<file path="src/design/uSeqPkg.sv">
`default_nettype none

package uSeqPkg;

  // Microword field widths
  parameter int dispW = 3;
  parameter int condW = 3;

  //////////////////////////////
  // Microword layout
  //////////////////////////////
  // J is the low adrWidth bits; these offsets count from the bit above J
  parameter int condOfs = 0;
  parameter int dispOfs = condOfs + condW;
  parameter int callOfs = dispOfs + dispW;

  // Bits on top of J, so the microword is adrWidth + uwExtraW wide
  parameter int uwExtraW = callOfs + 1;

  // Dispatch modes, unlisted codes act as dispJump
  typedef enum logic [dispW-1:0] {
    dispJump   = 3'd0,
    dispReturn = 3'd1,
    dispDram   = 3'd2,
    dispSr     = 3'd3,
    dispSkip   = 3'd4
  } dispMode;

  // Diagnostic register select
  typedef enum logic [2:0] {
    regCtrl     = 3'd0,
    regLoadAdr  = 3'd1,
    regLoadData = 3'd2,
    regJump     = 3'd3,
    regCradr    = 3'd4,
    regStack    = 3'd5
  } diagReg;

endpackage

`default_nettype wire

</file>
<file path="src/design/crAddrSeq.sv">
`timescale 1ns/1ps
`default_nettype none

module crAddrSeq #(
  parameter int adrWidth       = 11,
  parameter int stackDepthLog2 = 4
) (
  input  wire                                   CLK,
  input  wire                                   rstN,
  input  wire  [adrWidth+uSeqPkg::uwExtraW-1:0] uword,
  input  wire  [adrWidth-1:0]                   dramJ,
  input  wire  [3:0]                            sr,
  input  wire  [7:0]                            condFlags,
  input  wire                                   runEn,
  input  wire                                   stepPulse,
  input  wire                                   forceEn,
  input  wire  [adrWidth-1:0]                   forceAdr,
  output logic [adrWidth-1:0]                   cradr,
  output logic [adrWidth-1:0]                   retTop,
  output logic [stackDepthLog2-1:0]             stackPtr
);

  logic                adv;
  logic                isCall;
  logic                isReturn;
  logic [adrWidth-1:0] jField;
  logic [adrWidth-1:0] dispBits;

  assign jField = uword[adrWidth-1:0];
  assign isCall = uword[adrWidth+uSeqPkg::callOfs];
  assign adv    = runEn | stepPulse;

  dispatchMux #(
    .adrWidth (adrWidth)
  ) uDispatch (
    .uword     (uword),
    .dramJ     (dramJ),
    .sr        (sr),
    .condFlags (condFlags),
    .retTop    (retTop),
    .dispBits  (dispBits),
    .isReturn  (isReturn)
  );

  // Stack only moves when the sequencer advances and no jump is forced
  returnStack #(
    .adrWidth       (adrWidth),
    .stackDepthLog2 (stackDepthLog2)
  ) uStack (
    .CLK      (CLK),
    .rstN     (rstN),
    .push     (adv & isCall & ~forceEn),
    .pop      (adv & isReturn & ~forceEn),
    .pushAdr  (cradr),
    .retTop   (retTop),
    .stackPtr (stackPtr)
  );

  //////////////////////////////
  // Address register
  //////////////////////////////

  always_ff @(posedge CLK) begin
    if (!rstN) begin
      cradr <= '0;
    end else if (forceEn) begin
      cradr <= forceAdr;
    end else if (adv) begin
      cradr <= jField | dispBits;
    end
  end

endmodule

`default_nettype wire

</file>
<file path="src/design/dispatchMux.sv">
`timescale 1ns/1ps
`default_nettype none

module dispatchMux #(
  parameter int adrWidth = 11
) (
  input  wire  [adrWidth+uSeqPkg::uwExtraW-1:0] uword,
  input  wire  [adrWidth-1:0]                   dramJ,
  input  wire  [3:0]                            sr,
  input  wire  [7:0]                            condFlags,
  input  wire  [adrWidth-1:0]                   retTop,
  output logic [adrWidth-1:0]                   dispBits,
  output logic                                  isReturn
);

  uSeqPkg::dispMode            mode;
  logic [uSeqPkg::condW-1:0]   cond;
  logic [uSeqPkg::dispW-1:0]   dispField;

  // Field extraction from the current microword
  assign dispField = uword[adrWidth+uSeqPkg::dispOfs +: uSeqPkg::dispW];
  assign cond      = uword[adrWidth+uSeqPkg::condOfs +: uSeqPkg::condW];
  assign mode      = uSeqPkg::dispMode'(dispField);

  //////////////////////////////
  // Dispatch select
  //////////////////////////////

  always_comb begin
    dispBits = '0;
    isReturn = 1'b0;
    case (mode)
      uSeqPkg::dispReturn: begin
        // Return address comes off the stack, which pops
        dispBits = retTop;
        isReturn = 1'b1;
      end
      uSeqPkg::dispDram: begin
        dispBits = dramJ;
      end
      uSeqPkg::dispSr: begin
        // Switch register lands in the low nibble
        dispBits[3:0] = sr;
      end
      uSeqPkg::dispSkip: begin
        // Selected condition flag makes a two-way branch
        dispBits[0] = condFlags[cond];
      end
      default: begin
        // Plain jump and the reserved codes
        dispBits = '0;
      end
    endcase
  end

endmodule

`default_nettype wire

</file>
<file path="src/design/returnStack.sv">
`timescale 1ns/1ps
`default_nettype none

module returnStack #(
  parameter int adrWidth       = 11,
  parameter int stackDepthLog2 = 4
) (
  input  wire                       CLK,
  input  wire                       rstN,
  input  wire                       push,
  input  wire                       pop,
  input  wire  [adrWidth-1:0]       pushAdr,
  output logic [adrWidth-1:0]       retTop,
  output logic [stackDepthLog2-1:0] stackPtr
);

  localparam int depth = 2 ** stackDepthLog2;

  logic [adrWidth-1:0] stack [depth];

  // Top of stack is the entry under the pointer
  assign retTop = stack[stackPtr];

  //////////////////////////////
  // Pointer
  //////////////////////////////

  // Wraps silently in both directions
  always_ff @(posedge CLK) begin
    if (!rstN) begin
      stackPtr <= '0;
    end else if (push && !pop) begin
      stackPtr <= stackPtr + 1'b1;
    end else if (pop && !push) begin
      stackPtr <= stackPtr - 1'b1;
    end
  end

  //////////////////////////////
  // Storage
  //////////////////////////////

  always_ff @(posedge CLK) begin
    if (push && pop) begin
      // Call with return replaces the top entry in place
      stack[stackPtr] <= pushAdr;
    end else if (push) begin
      stack[stackPtr + 1'b1] <= pushAdr;
    end
  end

endmodule

`default_nettype wire

</file>
<file path="config.mk">
export PLATFORM = sky130hd
export DESIGN_NAME = crAddrSeq
export DESIGN_NICKNAME = d
export VERILOG_FILES = /design/src/design/uSeqPkg.sv /design/src/design/crAddrSeq.sv /design/src/design/dispatchMux.sv /design/src/design/returnStack.sv
export SDC_FILE = /design/constraint.sdc
export NUM_CORES = 1
export LEC_CHECK = 0
export BUFFER_PORTS_ARGS = -buffer_cell sky130_fd_sc_hd__buf_2
export CAP_MARGIN = 20
export CORE_MARGIN = 10
export CORE_UTILIZATION = 35
export CTS_CLUSTER_DIAMETER = 200
export CTS_CLUSTER_SIZE = 28
export DETAILED_ROUTE_END_ITERATION = 8
export PLACE_DENSITY = 0.58
export SYNTH_ARGS = -nofsm -noshare
export SYNTH_HDL_FRONTEND = slang
export SYNTH_SLANG_ARGS = --single-unit
</file>
<file path="constraint.sdc">
create_clock -name CLK -period 2.8 [get_ports CLK]
set_clock_uncertainty 0.05 [all_clocks]
set_input_delay 0.14 -clock CLK [delete_from_list [all_inputs] [get_ports CLK]]
set_output_delay 0.14 -clock CLK [all_outputs]
set_load 0.01 [all_outputs]
</file>
==> impl_metrics.py <==
metrics = {
    "run_status": {
        "status": "finished, final reports clean",
    },
    "synthesis": {
        "syn-num-nets": 510,
        "synthCells": 449,
        "synth_edf_count": 176,
        "avgSynthCellArea_um2": 17.8,
        "synth_common_cells": "176 x edfxtp_1, 35 x nor2_1, 31 x mux4_2, 24 x nand2_1, 21 x a22oi_1",
        "ys_seq_area_frac": 0.709,
        "synthFlopType": "edfxtp_1",
        "ys_seq_elements": 195,
        "synth_top_area_frac": 0.661,
        "synthTopCellsByArea": "edfxtp_1 66%, mux4_2 8.7%, dfxtp_1 4.8%",
        "yosysTopAreaCell": "edfxtp_1",
        "syn_area_um2": 7990,
        "async_flop_share": 0,
        "yosys.cell_types.count": 42,
        "yosysMostFrequentCell": "edfxtp_1",
        "yosys_warnings": 0,
    },
    "finish": {
        "stdcell_area_um2": 9790,
        "nets": 645,
        "drive_gt1_frac": 0.315,
        "syn2layout_area_growth_pct": 22.6,
    },
    "worst_setup_path": {
        "arrival_ps": 2930,
        "crit_slowest_cell": "mux4_1",
        "slowest_delay_ps": 620,
        "r2r_slack_ps": 150,
        "start_kind": "flop",
        "r2r-end": "cradr[9]",
        "worstPathCellList": "buf_6, mux4_1, a22oi_1, nand2_1, nand2_1, a21oi_1, dlygate4sd3_1",
        "critPathMostFrequentCell": "nand2_1",
        "path_max_fanout": 11,
        "setup.worst_path.class": "flop to flop",
        "worst_ep_required_time_ps": 3080,
        "worst-r2r-cell-count": 7,
        "cp-end-kind": "flop",
    },
    "cts": {
        "cts_root_buf": "clkbuf_16",
        "clk_path_buf_depth": 2,
        "cts_sinks": 195,
        "cts_inserted_buffers": 17,
        "worst_skew_pair.late_latency_ps": 440,
        "post_cts_buffers": 0,
        "clk_pin_slew_worst_paths_ps": 80,
        "tritoncts": "yes",
        "h-tree-depth": 4,
    },
    "global_routing": {
        "antenna_found_initial": 0,
        "grt_pass1_vias": 4858,
        "grt_pass1_wl_um": 30700,
        "grt_max_degree": 25,
        "grt_usage": 0.144,
        "overflow": 0,
    },
    "worst_hold_path": {
        "hp-start": "forceAdr[5]",
        "hold_end": "cradr[5]",
        "hold_depth": 3,
        "min_path_type": "primary input to flop",
    },
    "power_and_ir_drop": {
        "pwr-share-comb": 0.100,
        "pwr-share-clk": 0.393,
        "ir_drop_uv": 396,
        "netSwitchingFraction": 0.233,
        "power_mw": 6.63,
        "internal_power_mw": 5.08,
        "seqPwrFrac": 0.507,
        "p_leak_nw": 3.37,
        "power.switching_mw": 1.54,
        "power_density_nw_per_um2": 676,
    },
    "floorplanning": {
        "die_w_um": 171,
        "ios": 83,
        "floorplan.die_area_um2": 29300,
        "die_y_um": 171,
        "fp-row-count": 55,
        "core_area_um2": 22600,
        "initial_utilization": 0.354,
    },
    "timing": {
        "final_hold_viol_count": 0,
        "relSlewSlack": 0.327,
        "period_minus_slack_ps": 2650,
        "setup_viol": 0,
        "drv_slew": 0,
        "tightest_slew_ps": 1010,
        "timing.final.crit_share": 0.945,
        "fmax_ghz": 0.378,
    },
    "placed_design": {
        "io_buffers": 82,
        "dpl_cell_area_um2": 8920,
        "routabilityCongestion": 0.925,
        "hpwl_um": 13700,
    },
    "detailed_routing": {
        "routed_wl_um": 20500,
        "wl_per_cell_um": 23.2,
        "first_iter_violations": 343,
        "vias": 4657,
        "drc": 0,
        "ant_nets": 0,
        "vias_per_cell": 5.27,
        "firstDrtPassIters": 4,
    },
    "job": {
        "drv_cap": 0,
    },
}
[worst max-delay path by stage]
stage / to / slack (ps) / depth (start not counted) / startpoint
final: cradr[9] / 150 / 7 / flop
after global routing: uStack.stack[12][8] / -0.05 / 6 / uStack.stackPtr[0]
after CTS: cradr[9] / 60 / 7 / flop
after detailed placement: uStack.stack[14][2] / -80 / 9 / uword[14]
after global placement: uStack.stack[14][2] / 90 / 9 / uword[14]
after floorplan: uStack.stack[3][0] / -10 / 10 / uword[14]
[what timing repair did]
| action | CTS | global route |
|---|---|---|
| endpoints found under the setup margin | 0 | 15 |
| hold buffers | 23 | 0 |
| gates resized for setup | 0 | 3 |
| endpoints found under the hold margin | 9 | 0 |
[cell usage in the layout (no fill, tap or decap), types with 3 or more instances in the layout]
cell	n
buf_4	31
nor2b_1	5
nor2_1	33
mux2_2	3
nor3_1	4
a22oi_1	21
nand2_1	24
bufinv_16	4
dfxtp_1	17
mux4_1	13
dlygate4sd3_1	23
clkbuf_16	17
a31oi_1	3
a32oi_1	3
inv_1	6
a211oi_1	8
mux2i_1	8
a21oi_1	16
o2bb2ai_1	3
ha_1	4
o221ai_1	8
o21ai_0	8
edfxtp_1	176
nor3b_1	3
mux4_2	31
buf_2	82
or3_1	4
inv_6	4
[power groups by stage]
stage                     Sequential [mW]  Combinational, mW  Clock, mW
final                                3.36              0.660       2.60
after global routing                 3.38              0.718       2.75
after CTS                            3.37              0.666       2.64
after detailed placement             3.43              0.635          0
after global placement               3.42              0.626          0
after floorplan                      3.37              0.396          0
[per-stage QoR]
step	std cells	utilization	setup TNS (ps)	setup WS [ps]	hold slack [ps]
3_3_place_gp	827	0.395	0	86.2	335
6_report	883	0.434	0	155	21.3
4_1_cts	882	0.433	0	60.9	14.3
5_1_grt	882	0.434	-0.0455	-0.0455	23.8
3_5_place_dp	827	0.395	-1390	-79.9	347
2_1_floorplan	449	-	-210	-9.53	245
[critical path: cells and delay by family, from the launching register on]
family,cells,cell delay (ps)
buf+inv,2,820
mux,1,620
flops,1,520
compound gates,2,300
simple gates,2,220
[layout make-up]
cell class	count	area, um^2
fillers	1972	12800
flip-flops and latches	195	5670
multi-input cells	225	2190
repair buffers	139	925
clock buffers	19	433
well taps	285	357
clock inverters	13	196
inverters	6	22.5
diodes	1	2.50
[flip-flops by register name, indices dropped and copies added, names as in the netlist, named ones only]
register,count
uStack.stack,176
uStack.stackPtr,4
cradr,11
[kinds of logic after synthesis]
kind of cell | count (synthesis) | share of synthesized area
XOR/XNOR | 3 | 0.00329
flip-flops | 195 | 0.709
AND/OR/NAND/NOR | 88 | 0.0515
multiplexers | 55 | 0.144
AO/OA/AOI/OAI | 75 | 0.0675
adder cells (fa/ha/maj) | 4 | 0.00626
buffers and inverters | 29 | 0.0182
[layer usage]
layer	global-route usage	wire (um)	vias to the layer above
met3	0.0369	1230	24
met1	0.173	8410	2365
met4	0.0461	373	0
li1	-	-	2115
met2	0.246	10500	153
met5	0	0	-
Note: power is estimated with default switching activity, not from simulation.
