--- config.mk ---
export PLATFORM = sky130hd
export DESIGN_NAME = diagRegs
export DESIGN_NICKNAME = d
export VERILOG_FILES = /design/src/design/uSeqPkg.sv /design/src/design/diagRegs.sv
export SDC_FILE = /design/constraint.sdc
export NUM_CORES = 1
export LEC_CHECK = 0
export BUFFER_PORTS_ARGS = -buffer_cell sky130_fd_sc_hd__buf_4
export CAP_MARGIN = 20
export CELL_PAD_IN_SITES_DETAIL_PLACEMENT = 0
export CELL_PAD_IN_SITES_GLOBAL_PLACEMENT = 1
export CORE_ASPECT_RATIO = 1.2
export CORE_MARGIN = 2
export CORE_UTILIZATION = 34
export DETAILED_ROUTE_END_ITERATION = 7
export GPL_ROUTABILITY_DRIVEN = 0
export PLACE_DENSITY_LB_ADDON = 0.1
export SLEW_MARGIN = 20
export SYNTH_ARGS = -nofsm -noshare
export SYNTH_HDL_FRONTEND = slang
export SYNTH_SLANG_ARGS = --single-unit
--- constraint.sdc ---
create_clock -name CLK -period 3.9 [get_ports CLK]
set_input_delay 0.78 -clock CLK [delete_from_list [all_inputs] [get_ports CLK]]
set_output_delay 0.78 -clock CLK [all_outputs]
set_load 0.02 [all_outputs]
--- src/design/uSeqPkg.sv ---
`default_nettype none

package uSeqPkg;

  // Microword field widths
  parameter int dispW = 3;
  parameter int condW = 3;

  //////////////////////////////
  // Microword layout
  //////////////////////////////
  // J is the low adrWidth bits; these offsets count from the bit above J
  parameter int condOfs = 0;
  parameter int dispOfs = condOfs + condW;
  parameter int callOfs = dispOfs + dispW;

  // Bits on top of J, so the microword is adrWidth + uwExtraW wide
  parameter int uwExtraW = callOfs + 1;

  // Dispatch modes, unlisted codes act as dispJump
  typedef enum logic [dispW-1:0] {
    dispJump   = 3'd0,
    dispReturn = 3'd1,
    dispDram   = 3'd2,
    dispSr     = 3'd3,
    dispSkip   = 3'd4
  } dispMode;

  // Diagnostic register select
  typedef enum logic [2:0] {
    regCtrl     = 3'd0,
    regLoadAdr  = 3'd1,
    regLoadData = 3'd2,
    regJump     = 3'd3,
    regCradr    = 3'd4,
    regStack    = 3'd5
  } diagReg;

endpackage

`default_nettype wire

--- src/design/diagRegs.sv ---
`timescale 1ns/1ps
`default_nettype none

module diagRegs #(
  parameter int adrWidth       = 11,
  parameter int stackDepthLog2 = 4
) (
  input  wire                                   CLK,
  input  wire                                   rstN,
  // Four-phase host port
  input  wire                                   diagReq,
  input  wire                                   diagWe,
  input  wire  uSeqPkg::diagReg                 diagSel,
  input  wire  [31:0]                           diagWdata,
  output logic                                  diagAck,
  output logic [31:0]                           diagRdata,
  // Sequencer control
  output logic                                  runEn,
  output logic                                  stepPulse,
  output logic                                  forceEn,
  output logic [adrWidth-1:0]                   forceAdr,
  // Control store load and readback
  output logic                                  cramWe,
  output logic [adrWidth-1:0]                   cramWadr,
  output logic [adrWidth+uSeqPkg::uwExtraW-1:0] cramWdata,
  output logic [adrWidth-1:0]                   loadAdr,
  input  wire  [adrWidth+uSeqPkg::uwExtraW-1:0] loadRdata,
  // Sequencer status
  input  wire  [adrWidth-1:0]                   cradr,
  input  wire  [adrWidth-1:0]                   retTop,
  input  wire  [stackDepthLog2-1:0]             stackPtr
);

  localparam int uwW = adrWidth + uSeqPkg::uwExtraW;

  typedef enum logic {
    stIdle,
    stAck
  } hsState;

  hsState      state;
  logic        access;
  logic [31:0] rdMux;

  // New request seen while idle
  assign access  = (state == stIdle) && diagReq;
  assign diagAck = (state == stAck);

  //////////////////////////////
  // Handshake and control
  //////////////////////////////

  always_ff @(posedge CLK) begin
    if (!rstN) begin
      state     <= stIdle;
      runEn     <= 1'b0;
      stepPulse <= 1'b0;
      forceEn   <= 1'b0;
      cramWe    <= 1'b0;
      loadAdr   <= '0;
    end else begin
      // Pulses last a single cycle
      stepPulse <= 1'b0;
      forceEn   <= 1'b0;
      cramWe    <= 1'b0;
      case (state)
        stIdle: begin
          if (diagReq) begin
            state <= stAck;
            if (diagWe) begin
              case (diagSel)
                uSeqPkg::regCtrl: begin
                  runEn     <= diagWdata[0];
                  stepPulse <= diagWdata[1];
                end
                uSeqPkg::regLoadAdr:  loadAdr <= diagWdata[adrWidth-1:0];
                uSeqPkg::regLoadData: begin
                  cramWe  <= 1'b1;
                  loadAdr <= loadAdr + 1'b1;
                end
                uSeqPkg::regJump:     forceEn <= 1'b1;
                default: ;
              endcase
            end
          end
        end
        default: begin
          // Wait for the host to drop its request
          if (!diagReq) begin
            state <= stIdle;
          end
        end
      endcase
    end
  end

  //////////////////////////////
  // Payload registers
  //////////////////////////////

  always_ff @(posedge CLK) begin
    if (access && diagWe && diagSel == uSeqPkg::regLoadData) begin
      cramWadr  <= loadAdr;
      cramWdata <= diagWdata[uwW-1:0];
    end
    if (access && diagWe && diagSel == uSeqPkg::regJump) begin
      forceAdr <= diagWdata[adrWidth-1:0];
    end
    if (access) begin
      diagRdata <= rdMux;
    end
  end

  // Readback select; regStack packs stackPtr at bit 16 and retTop at bit 0
  always_comb begin
    rdMux = '0;
    case (diagSel)
      uSeqPkg::regCtrl:     rdMux[0] = runEn;
      uSeqPkg::regLoadAdr:  rdMux[adrWidth-1:0] = loadAdr;
      uSeqPkg::regLoadData: rdMux[uwW-1:0] = loadRdata;
      uSeqPkg::regJump:     rdMux[adrWidth-1:0] = forceAdr;
      uSeqPkg::regCradr:    rdMux[adrWidth-1:0] = cradr;
      uSeqPkg::regStack: begin
        rdMux[adrWidth-1:0]            = retTop;
        rdMux[16 +: stackDepthLog2]    = stackPtr;
      end
      default: rdMux = '0;
    endcase
  end

endmodule

`default_nettype wire

==> results of run 1 <==
[per-stage QoR]
step           hold WS [ps]  setup WS [ps]  area [sq um]  instances  utilization
5_1_grt                 574           1480          4800        538        0.500
4_1_cts                 549           1560          4800        538        0.500
2_1_floorplan           561            857          3440        280            -
3_5_place_dp            546           1200          4530        522        0.471
3_3_place_gp            536           1230          4530        522        0.471
6_report                542           1590          4800        538        0.500
[final cells by class]
cell class              instances  area, sq um  share of cell area
flip-flops and latches         76         2120               0.442
multi-input cells             174         1140               0.237
repair buffers                148         1110               0.231
clock buffers                  14          264              0.0549
well taps                     123          154              0.0320
clock inverters                 2         10.0             0.00208
inverters                       1         3.75            0.000781
[report_power, final]
group | switching, uW | internal [uW] | total (uW)
clock | 297 | 464 | 760
sequential | 10.9 | 896 | 907
combinational | 113 | 96.9 | 210
[worst register-to-register path: cells and delay by family (launching register included)]
family	cells	cell delay, ps
AND/OR/NAND/NOR	2	1040
flip-flops	1	330
buffers and inverters	1	320
[final timing paths]
| kind | startpoint | endpoint | cells after the start |
|---|---|---|---|
| worst min-delay path | runEn | runEn | 2 |
| worst max-delay path | diagSel[2] | cramWdata[5] | 4 |
| worst max register to register | diagAck | cramWdata[5] | 3 |
| worst min register to register | runEn | runEn | 2 |
[logic make-up (layout without fill, tap and decap cells)]
family | count (synthesis) | after routing | share of synthesized area
AND/OR/NAND/NOR | 81 | 81 | 0.144
flip-flops | 76 | 76 | 0.624
AO/OA/AOI/OAI | 65 | 65 | 0.126
buffers and inverters | 30 | 165 | 0.0560
multiplexers | 15 | 15 | 0.0449
adder cells (fa/ha/maj) | 1 | 1 | 0.00368
other | 1 | 12 | 0.00110
[layout by cell type (no fill, tap or decap), types with 2 or more instances in the layout]
| cell | count |
|---|---|
| a311oi_1 | 2 |
| nand3_1 | 11 |
| clkbuf_16 | 9 |
| o22ai_1 | 3 |
| a32o_1 | 2 |
| clkbuf_8 | 2 |
| nand2_1 | 8 |
| nor2b_2 | 2 |
| nor3b_2 | 2 |
| clkinv_2 | 2 |
| a221oi_1 | 9 |
| a21oi_1 | 29 |
| mux2_2 | 2 |
| conb_1 | 12 |
| dfxtp_1 | 16 |
| nor3_2 | 3 |
| nand2b_1 | 2 |
| nor2b_1 | 3 |
| mux2i_1 | 13 |
| and4_1 | 2 |
| and2_1 | 11 |
| nand4_1 | 2 |
| o21ai_0 | 6 |
| and3_1 | 7 |
| buf_4 | 148 |
| a211oi_1 | 2 |
| a21boi_1 | 2 |
| clkbuf_1 | 3 |
| edfxtp_1 | 60 |
| nor2_1 | 16 |
| nor3_1 | 4 |
[sequential cells by signal, indices dropped and copies added (netlist names)]
register,flops
runEn,1
forceEn,1
forceAdr,11
cramWadr,11
cramWe,1
loadAdr,11
cramWdata,18
diagRdata,20
diagAck,1
stepPulse,1
[metal layers]
| layer | wire length, um | global-route usage | share of wire | up-vias |
|---|---|---|---|---|
| met4 | 140 | 0.0831 | 0.015 | 0 |
| met1 | 3870 | 0.215 | 0.42 | 1250 |
| met5 | 0 | 0 | 0 | - |
| li1 | - | - | - | 1289 |
| met3 | 484 | 0.0291 | 0.052 | 10 |
| met2 | 4790 | 0.281 | 0.52 | 86 |
==> metrics, run 1 <==
status=completed; Pre-Repair DR Iteration Count=4; Slew Limit Fails=0; Most used DFF post-synth=edfxtp_1; # hold bufs at CTS=0; IO Pins=171; Syn Area/Cell=12.6 sq um; number of flops mapped to enable cells by yosys=60; Fill cells=902; Synth warnings=0; core area=0.00961 sq mm; Worst Max-Slew Pin Slew=1020 ps; count leader, synth=edfxtp_1; CP most frequent cell=buf_4; PwrDens=391 mW/mm^2; CTS HTree Levels=3; post-synth cell types=48; final hold violation count=0; row cnt=39; CP required=3930 ps; Fin Setup TNS=0 ps; first-pass GRT wire length=13.8 mm; Top delay family on crit path=simple AND/OR/NAND/NOR gates; Reg clk slew, reported paths=50 ps; crit-path max cell delay=660 ps; clk root buf=clkbuf_16; max_cap viols=0; area delta synth->final=41.4%; vias=2635; CTS Buffer Depth=2; register bit total from synthesis=76; Static Leakage=0.00197 uW; average wire per cell in the routed design=17.3 um; iteration-0 DRC count of the detailed router=91; drt total wl=9.28 mm; asr flop ratio synth=0; top cells by count, synth=60 x edfxtp_1, 29 x a21oi_1, 17 x nor2_1; CP bufs+invs=2; slew margin rel.=0.316; Max Freq=432 MHz; initial antenna violation count=0; worst vdd ir=0.000175 V; starting density of the core=0.354; register area share after synthesis=0.624; share of layout cells above drive strength 1=0.424; CP arrival=2350 ps; Tmin final=2310 ps; critical path cell sequence=buf_4 -> nand4bb_4 -> nor2_4 -> buf_4; port buffer count=144; All-Layer GR Usage=0.170; Setup CP Type=in2reg; Mapped Cells=269; Crit-path slowest cell=nor2_4; post-synthesis cell area=0.00340 sq mm; Num CTS Buffers=9; final setup violation count=0; Clock Skew=4.90 ps; CTS tree=built; number of global-route vias before repair=2541; die area=0.0108 sq mm; setup bufs post-CTS=0; critical path startpoint category=input port; cell taking the most area after synthesis=edfxtp_1; Die Span X=95.3 um; nets=494; DRC=0; top area cells in the synthesized netlist=edfxtp_1 53%, dfxtp_1 9.4%, a21oi_1 4.3%; Tcrit/Tclk final=0.593; total chip power=1880 uW; Setup crit end kind=flop; vias per inst=4.90; worst reg-to-reg setup slack=1910 ps; min-delay worst type=reg2reg; Die Ht=114 um; clk sinks=76; Post-CTS Resized=0; largest net degree at the start of global routing=37; Antenna Cells=0; Post-DRT Antenna Nets=0; CP Max Fanout=24; worst-skew pair later-pin latency=330 ps; Synth top area share=0.530; Congestion Overflow GR=0; dpl hpwl=6.49 mm; RSZ-0062 raised after global routing=no
Note: power is estimated with default switching activity, not from simulation.
==> inputs of run 2 (changes only) <==
CORE_UTILIZATION = 31   (was 34)
clock period = 1.9 ns   (was 3.9 ns; I/O delays follow)
==> run 2 against run 1 <==
Compared with the run above:
- die area grew 9.3%
- sequential share of layout area is 1.1 points lower
- clock skew increased by 4.1 ps
- count of clock-buffer cells in the layout decreased by 1
- setup slack worse by 1200 ps
- sequential cell count stayed put
- core utilization fell by 3.6 points
- cell count rose by 3.7%
- register-to-register slack worse by 1500 ps
- critical path depth unchanged
- hold slack got worse by 320 ps
- power rose by 100%
- highest routed layer unchanged
==> metrics, run 2 (synthesis gave the netlist of run 1 again) <==
status=completed; worst vdd ir=0.000369 V (+110%); vias per inst=4.98 (+1.6%); DRC=0 (unchanged); setup bufs post-CTS=0 (unchanged); Crit-path slowest cell=nor2b_2; PwrDens=777 mW/mm^2 (+99%); Post-Place Setup Slack=-91.7 ps (-1290 ps); Setup CP Type=in2reg; share of layout cells above drive strength 1=0.443 (+0.0188); Post-CTS Resized=0 (unchanged); critical path startpoint category=input port; clk sinks=76 (unchanged); All-Layer GR Usage=0.165 (-0.00540); Worst Max-Slew Pin Slew=871 ps (-152 ps); Fin Setup TNS=0 ps (unchanged); CP bufs+invs=1 (-1); Setup crit end kind=flop; CP required=2080 ps (-1850 ps); first-pass GRT wire length=15.0 mm (+8.7%); Most flops, register=diagRdata; area delta synth->final=45.0%; slew margin rel.=0.417 (+0.100); Tcrit/Tclk final=0.805; average wire per cell in the routed design=17.5 um (+1.2%); row cnt=41 (+5.1%); crit-path max cell delay=740 ps (+80 ps); Die Ht=119 um (+4.6%); Antenna Cells=0 (unchanged); drt total wl=9.75 mm (+5.0%); CP Max Fanout=20 (-17%); port buffer count=144 (unchanged); commonest non-fill, non-tap cell in the layout=buf_4; post-route insts no fill=558 (+3.7%); IO Pins=171 (unchanged); nets=508 (+2.8%); CTS HTree Levels=3 (unchanged); Post-DRT Antenna Nets=0 (unchanged); fin worst setup slack=371 ps (-1210 ps); most frequent cells in the layout=160 x buf_4, 60 x edfxtp_1, 29 x a21oi_1, 16 x nor2_1, 16 x dfxtp_1; core area=0.0106 sq mm (+10%); iteration-0 DRC count of the detailed router=86 (-5.5%); min-delay worst type=in2reg; RSZ-0062 raised after global routing=no; Static Leakage=0.00204 uW (+3.5%); Largest regs=diagRdata x20, cramWdata x18; Critical path origin=diagSel[1]; Pre-Repair DR Iteration Count=4 (unchanged); critical path cell sequence=buf_4 -> nor2b_2 -> a221oi_1 -> a21oi_1; final setup violation count=0 (unchanged); clk root buf=clkbuf_16; Max Freq=654 MHz; Congestion Overflow GR=0 (unchanged); starting density of the core=0.320 (-0.0335); final hold violation count=0 (unchanged); number of global-route vias before repair=2791 (+9.8%); initial antenna violation count=0 (unchanged); Slew Limit Fails=0 (unchanged); dpl hpwl=7.31 mm (+13%); reg2reg start=diagAck; Clock Skew=8.99 ps (+4.09 ps); largest net degree at the start of global routing=22 (-41%); Reg clk slew, reported paths=60 ps (about the same); Die Span X=99.6 um (+4.5%); Placed Instances=542 (+3.8%); die area=0.0118 sq mm (+9.3%); CP arrival=1710 ps (-640 ps); max FFs per register=20 (unchanged); post-layout util=0.464 (-0.0359); Min-Delay Startpoint=diagWdata[15]; worst-skew pair later-pin latency=330 ps (about the same); vias=2778 (+5.4%); # hold bufs at CTS=0 (unchanged); Top delay family on crit path=simple AND/OR/NAND/NOR gates; CTS tree=built; CTS Buffer Depth=2 (unchanged); Num CTS Buffers=9 (unchanged); Tmin final=1530 ps; max_cap viols=0 (unchanged)
run 2: cell count changes in the layout (fill, tap and decap cells not counted), sizes merged:
cell	change
buf	+14
clkinv	+1
clkbuf	-1
run 2: worst paths after layout:
kind | to | slack [ps] | depth (start not counted)
setup / recovery | diagRdata[3] | 370 | 4
hold / removal | cramWdata[15] | 220 | 1
setup reg to reg | cramWdata[13] | 440 | 3
hold reg to reg | runEn | 540 | 2
run 2: stage by stage:
step / cell area, sq um / hold WS (ps) / total power, uW
2_1_floorplan: 3450 / 479 / 2140
3_3_place_gp: 4670 / 531 / 2350
3_5_place_dp: 4670 / 536 / 2350
4_1_cts: 4920 / 206 / 3880
5_1_grt: 4930 / 204 / 3980
6_report: 4930 / 224 / 3830
run 2: power by group:
group | internal (uW) | switching [uW]
clock network | 879 | 632
registers | 1840 | 20.4
logic | 214 | 240
run 2: cell type report:
class,count,area [sq um]
Timing Repair Buffer,162,1240
Clock buffer,13,240
Multi-Input combinational cell,174,1140
Sequential cell,76,2120
Fill cell,1006,5690
Clock inverter,3,15.0
Tap cell,129,161
Inverter,1,3.75
run 2: worst register-to-register path: stages (launching register included):
cell	delay (ps)
dfxtp_1	330
nand4bb_4	370
nor2_4	260
buf_12	190
run 2: per-layer routing:
metal  up-vias  part of all wire  GRT usage
met4         0             0.018     0.0728
met1      1347              0.42      0.202
met2       107              0.51      0.277
met5         -                 0          0
li1       1312                 -          -
met3        12             0.056     0.0355
==> inputs of run 3 (changes only) <==
ABC_AREA = 1   (was unset)
CORE_UTILIZATION = 33   (was 31)
clock period = 1.6 ns   (was 1.9 ns; I/O delays follow)
==> run 3 against run 2 <==
Compared with the run above:
- area after synthesis fell by 2.8%
- cell area fell by 0.86%
- register-to-register slack got worse by 240 ps
- largest power group unchanged
- first-iteration DRC count rose by 36%
- sequential cell count did not move
- count of clock-buffer cells in the layout rose by 1
- highest routed layer unchanged
==> metrics, run 3 <==
status=completed; # hold bufs at CTS=0 (unchanged); die area=0.0108 sq mm (-8.3%); DRC=0 (unchanged); Pre-Repair DR Iteration Count=4 (unchanged); final hold violation count=0 (unchanged); average wire per cell in the routed design=14.5 um (-17%); CTS tree=built; post-synth cell types=25 (-48%); iteration-0 DRC count of the detailed router=117 (+36%); RSZ-0062 raised after global routing=no; number of flops mapped to enable cells by yosys=60 (unchanged); Fill cells=954 (-5.2%); worst vdd ir=0.000572 V (+55%); post-layout util=0.495 (+0.0314); Congestion Overflow GR=0 (unchanged); Synth warnings=0 (unchanged); commonest non-fill, non-tap cell in the layout=buf_4; drt total wl=9.06 mm (-7.1%); reg2reg start=loadAdr[2]; starting density of the core=0.335 (+0.0151); Setup crit end kind=flop; Post-DRT Antenna Nets=0 (unchanged); Reg clk slew, reported paths=60 ps (about the same); Syn Area/Cell=9.92 sq um (-21%); count leader, synth=nand2_1; sw frac=0.216 (-0.0176); top area cells in the synthesized netlist=edfxtp_1 55%, dfxtp_1 9.7%, nand2_1 9.4%; Hold Path End=cramWdata[16]; min-delay worst type=in2reg; RR Endpoint=loadAdr[7]; Finished Cell Area=0.00488 sq mm (-0.86%); clk sinks=76 (unchanged); row cnt=40 (-2.4%); first-pass GRT wire length=13.6 mm (-8.9%); worst-skew pair later-pin latency=330 ps (about the same); Gate power share=0.101 (-0.018); clk root buf=clkbuf_16; nets=579 (+14%); CTS Buffer Depth=2 (unchanged); Slew Limit Fails=0 (unchanged); Net Switching=1000 uW (+12%); slew margin rel.=0.649 (+0.232); initial antenna violation count=0 (unchanged); Seq pwr share=0.473 (-0.013); Die Ht=114 um (-4.3%); Clock Skew=5.20 ps (-3.79 ps); final setup violation count=0 (unchanged); critical path startpoint category=flop; Largest regs=diagRdata x20, cramWdata x18; dpl cell area=0.00459 sq mm (-1.6%); Max Freq=713 MHz; largest net degree at the start of global routing=27 (+23%); Clk pwr share=0.426 (+0.031); CP arrival=1600 ps (-110 ps); Fin Setup TNS=0 ps (unchanged); post-synthesis cell area=0.00330 sq mm (-2.8%); CP required=1800 ps (-280 ps); most frequent cells in the layout=161 x buf_4, 83 x nand2_1, 60 x edfxtp_1, 38 x nand3_1; register area share after synthesis=0.642 (+0.0177); Tcrit/Tclk final=0.876; Setup CP Type=reg2reg; max_cap viols=0 (unchanged); PwrDens=951 mW/mm^2 (+23%); CTS HTree Levels=3 (unchanged); vias=2813 (+1.3%); number of global-route vias before repair=2657 (-4.8%); max FFs per register=20 (unchanged); Most flops, register=diagRdata; Tmin final=1400 ps; Post-Place Setup Slack=74.0 ps (+166 ps); Num CTS Buffers=9 (unchanged); All-Layer GR Usage=0.170 (+0.00509); fin worst setup slack=198 ps (-174 ps); share of layout cells above drive strength 1=0.378 (-0.0649); IO Pins=171 (unchanged); Mapped Cells=333 (+24%); cell taking the most area after synthesis=edfxtp_1; top cells by count, synth=83 x nand2_1, 60 x edfxtp_1, 38 x nand3_1; vias per inst=4.49 (-9.7%); port buffer count=144 (unchanged); Antenna Cells=0 (unchanged); core area=0.00986 sq mm (-7.2%); asr flop ratio synth=0 (unchanged); CP Max Fanout=8 (-60%); Most used DFF post-synth=edfxtp_1; Synth top area share=0.545 (+0.0151); Worst Max-Slew Pin Slew=527 ps (-345 ps); register bit total from synthesis=76 (unchanged); Static Leakage=0.00219 uW (+7.2%); dpl hpwl=6.84 mm (-6.4%); area delta synth->final=47.8%; Internal=3640 uW (+24%); Die Span X=95.4 um (-4.2%); Min-Delay Startpoint=diagWdata[16]; Worst Hold Depth=1 (unchanged); Worst Reg-to-Reg Cells=7 (+4); worst reg-to-reg setup slack=200 ps (-240 ps)
run 3: how the worst max path moves through the flow:
stage	depth (start not counted)	end	slack, ps	start
2_1_floorplan	5	cramWadr[0]	20	diagAck
6_report	7	loadAdr[7]	200	loadAdr[2]
3_3_place_gp	7	cramWdata[2]	90	diagSel[0]
3_5_place_dp	7	cramWdata[15]	70	diagSel[0]
5_1_grt	7	loadAdr[7]	40	loadAdr[2]
4_1_cts	8	loadAdr[10]	160	loadAdr[1]
run 3: critical path, cell delays in order (launching register included):
cell and delay, ps:
dfxtp_1 470, nand3_1 220, nor2_2 230, nand2_1 70
nand2_1 70, nand3_1 70, nand2_1 70, a21oi_1 60
run 3: cell type report:
cell class,instances,area [sq um],share of cell area
Sequential cell,76,2120,0.435
Timing Repair Buffer,162,1230,0.252
Multi-Input combinational cell,214,958,0.196
Clock buffer,14,254,0.0520
Tap cell,126,158,0.0323
Inverter,32,126,0.0259
Clock inverter,2,35.0,0.00717
run 3: per-layer routing:
| metal | track usage | wire length, um | share of wire | up-vias |
|---|---|---|---|---|
| met3 | 0.0390 | 769 | 0.085 | 13 |
| li1 | - | - | - | 1414 |
| met1 | 0.213 | 3630 | 0.40 | 1271 |
| met5 | 0 | 0 | 0 | - |
| met2 | 0.281 | 4470 | 0.49 | 115 |
| met4 | 0.0715 | 187 | 0.021 | 0 |
run 3: kinds of logic (layout without fill, tap and decap cells):
family / after synthesis / after routing / share of synthesized area
xor+xnor: 1 / 1 / 0.00265
compound gates: 39 / 39 / 0.0625
simple gates: 161 / 161 / 0.207
fa+ha+maj: 1 / 1 / 0.00379
flops: 76 / 76 / 0.642
buf+inv: 54 / 210 / 0.0810
other cells: 1 / 12 / 0.00113
run 3: metrics by stage:
step	total power [uW]	hold slack (ps)	instances
2_1_floorplan	2470	413	344
3_3_place_gp	2710	466	610
3_5_place_dp	2710	469	610
4_1_cts	4700	148	626
5_1_grt	4820	150	626
6_report	4650	164	626
run 3: repair_timing:
action	4_1_cts	5_1_grt
gates resized for setup	0	1
buffers inserted	0	0
hold endpoints to repair	0	0
endpoints found under the setup margin	0	1
run 3: power groups by stage:
stage	Sequential (uW)	Combinational (uW)	Clock [uW]
after floorplan	2290	177	0
after global placement	2240	468	0
after detailed placement	2240	469	0
after CTS	2200	471	2030
after global routing	2200	511	2110
final	2200	467	1980
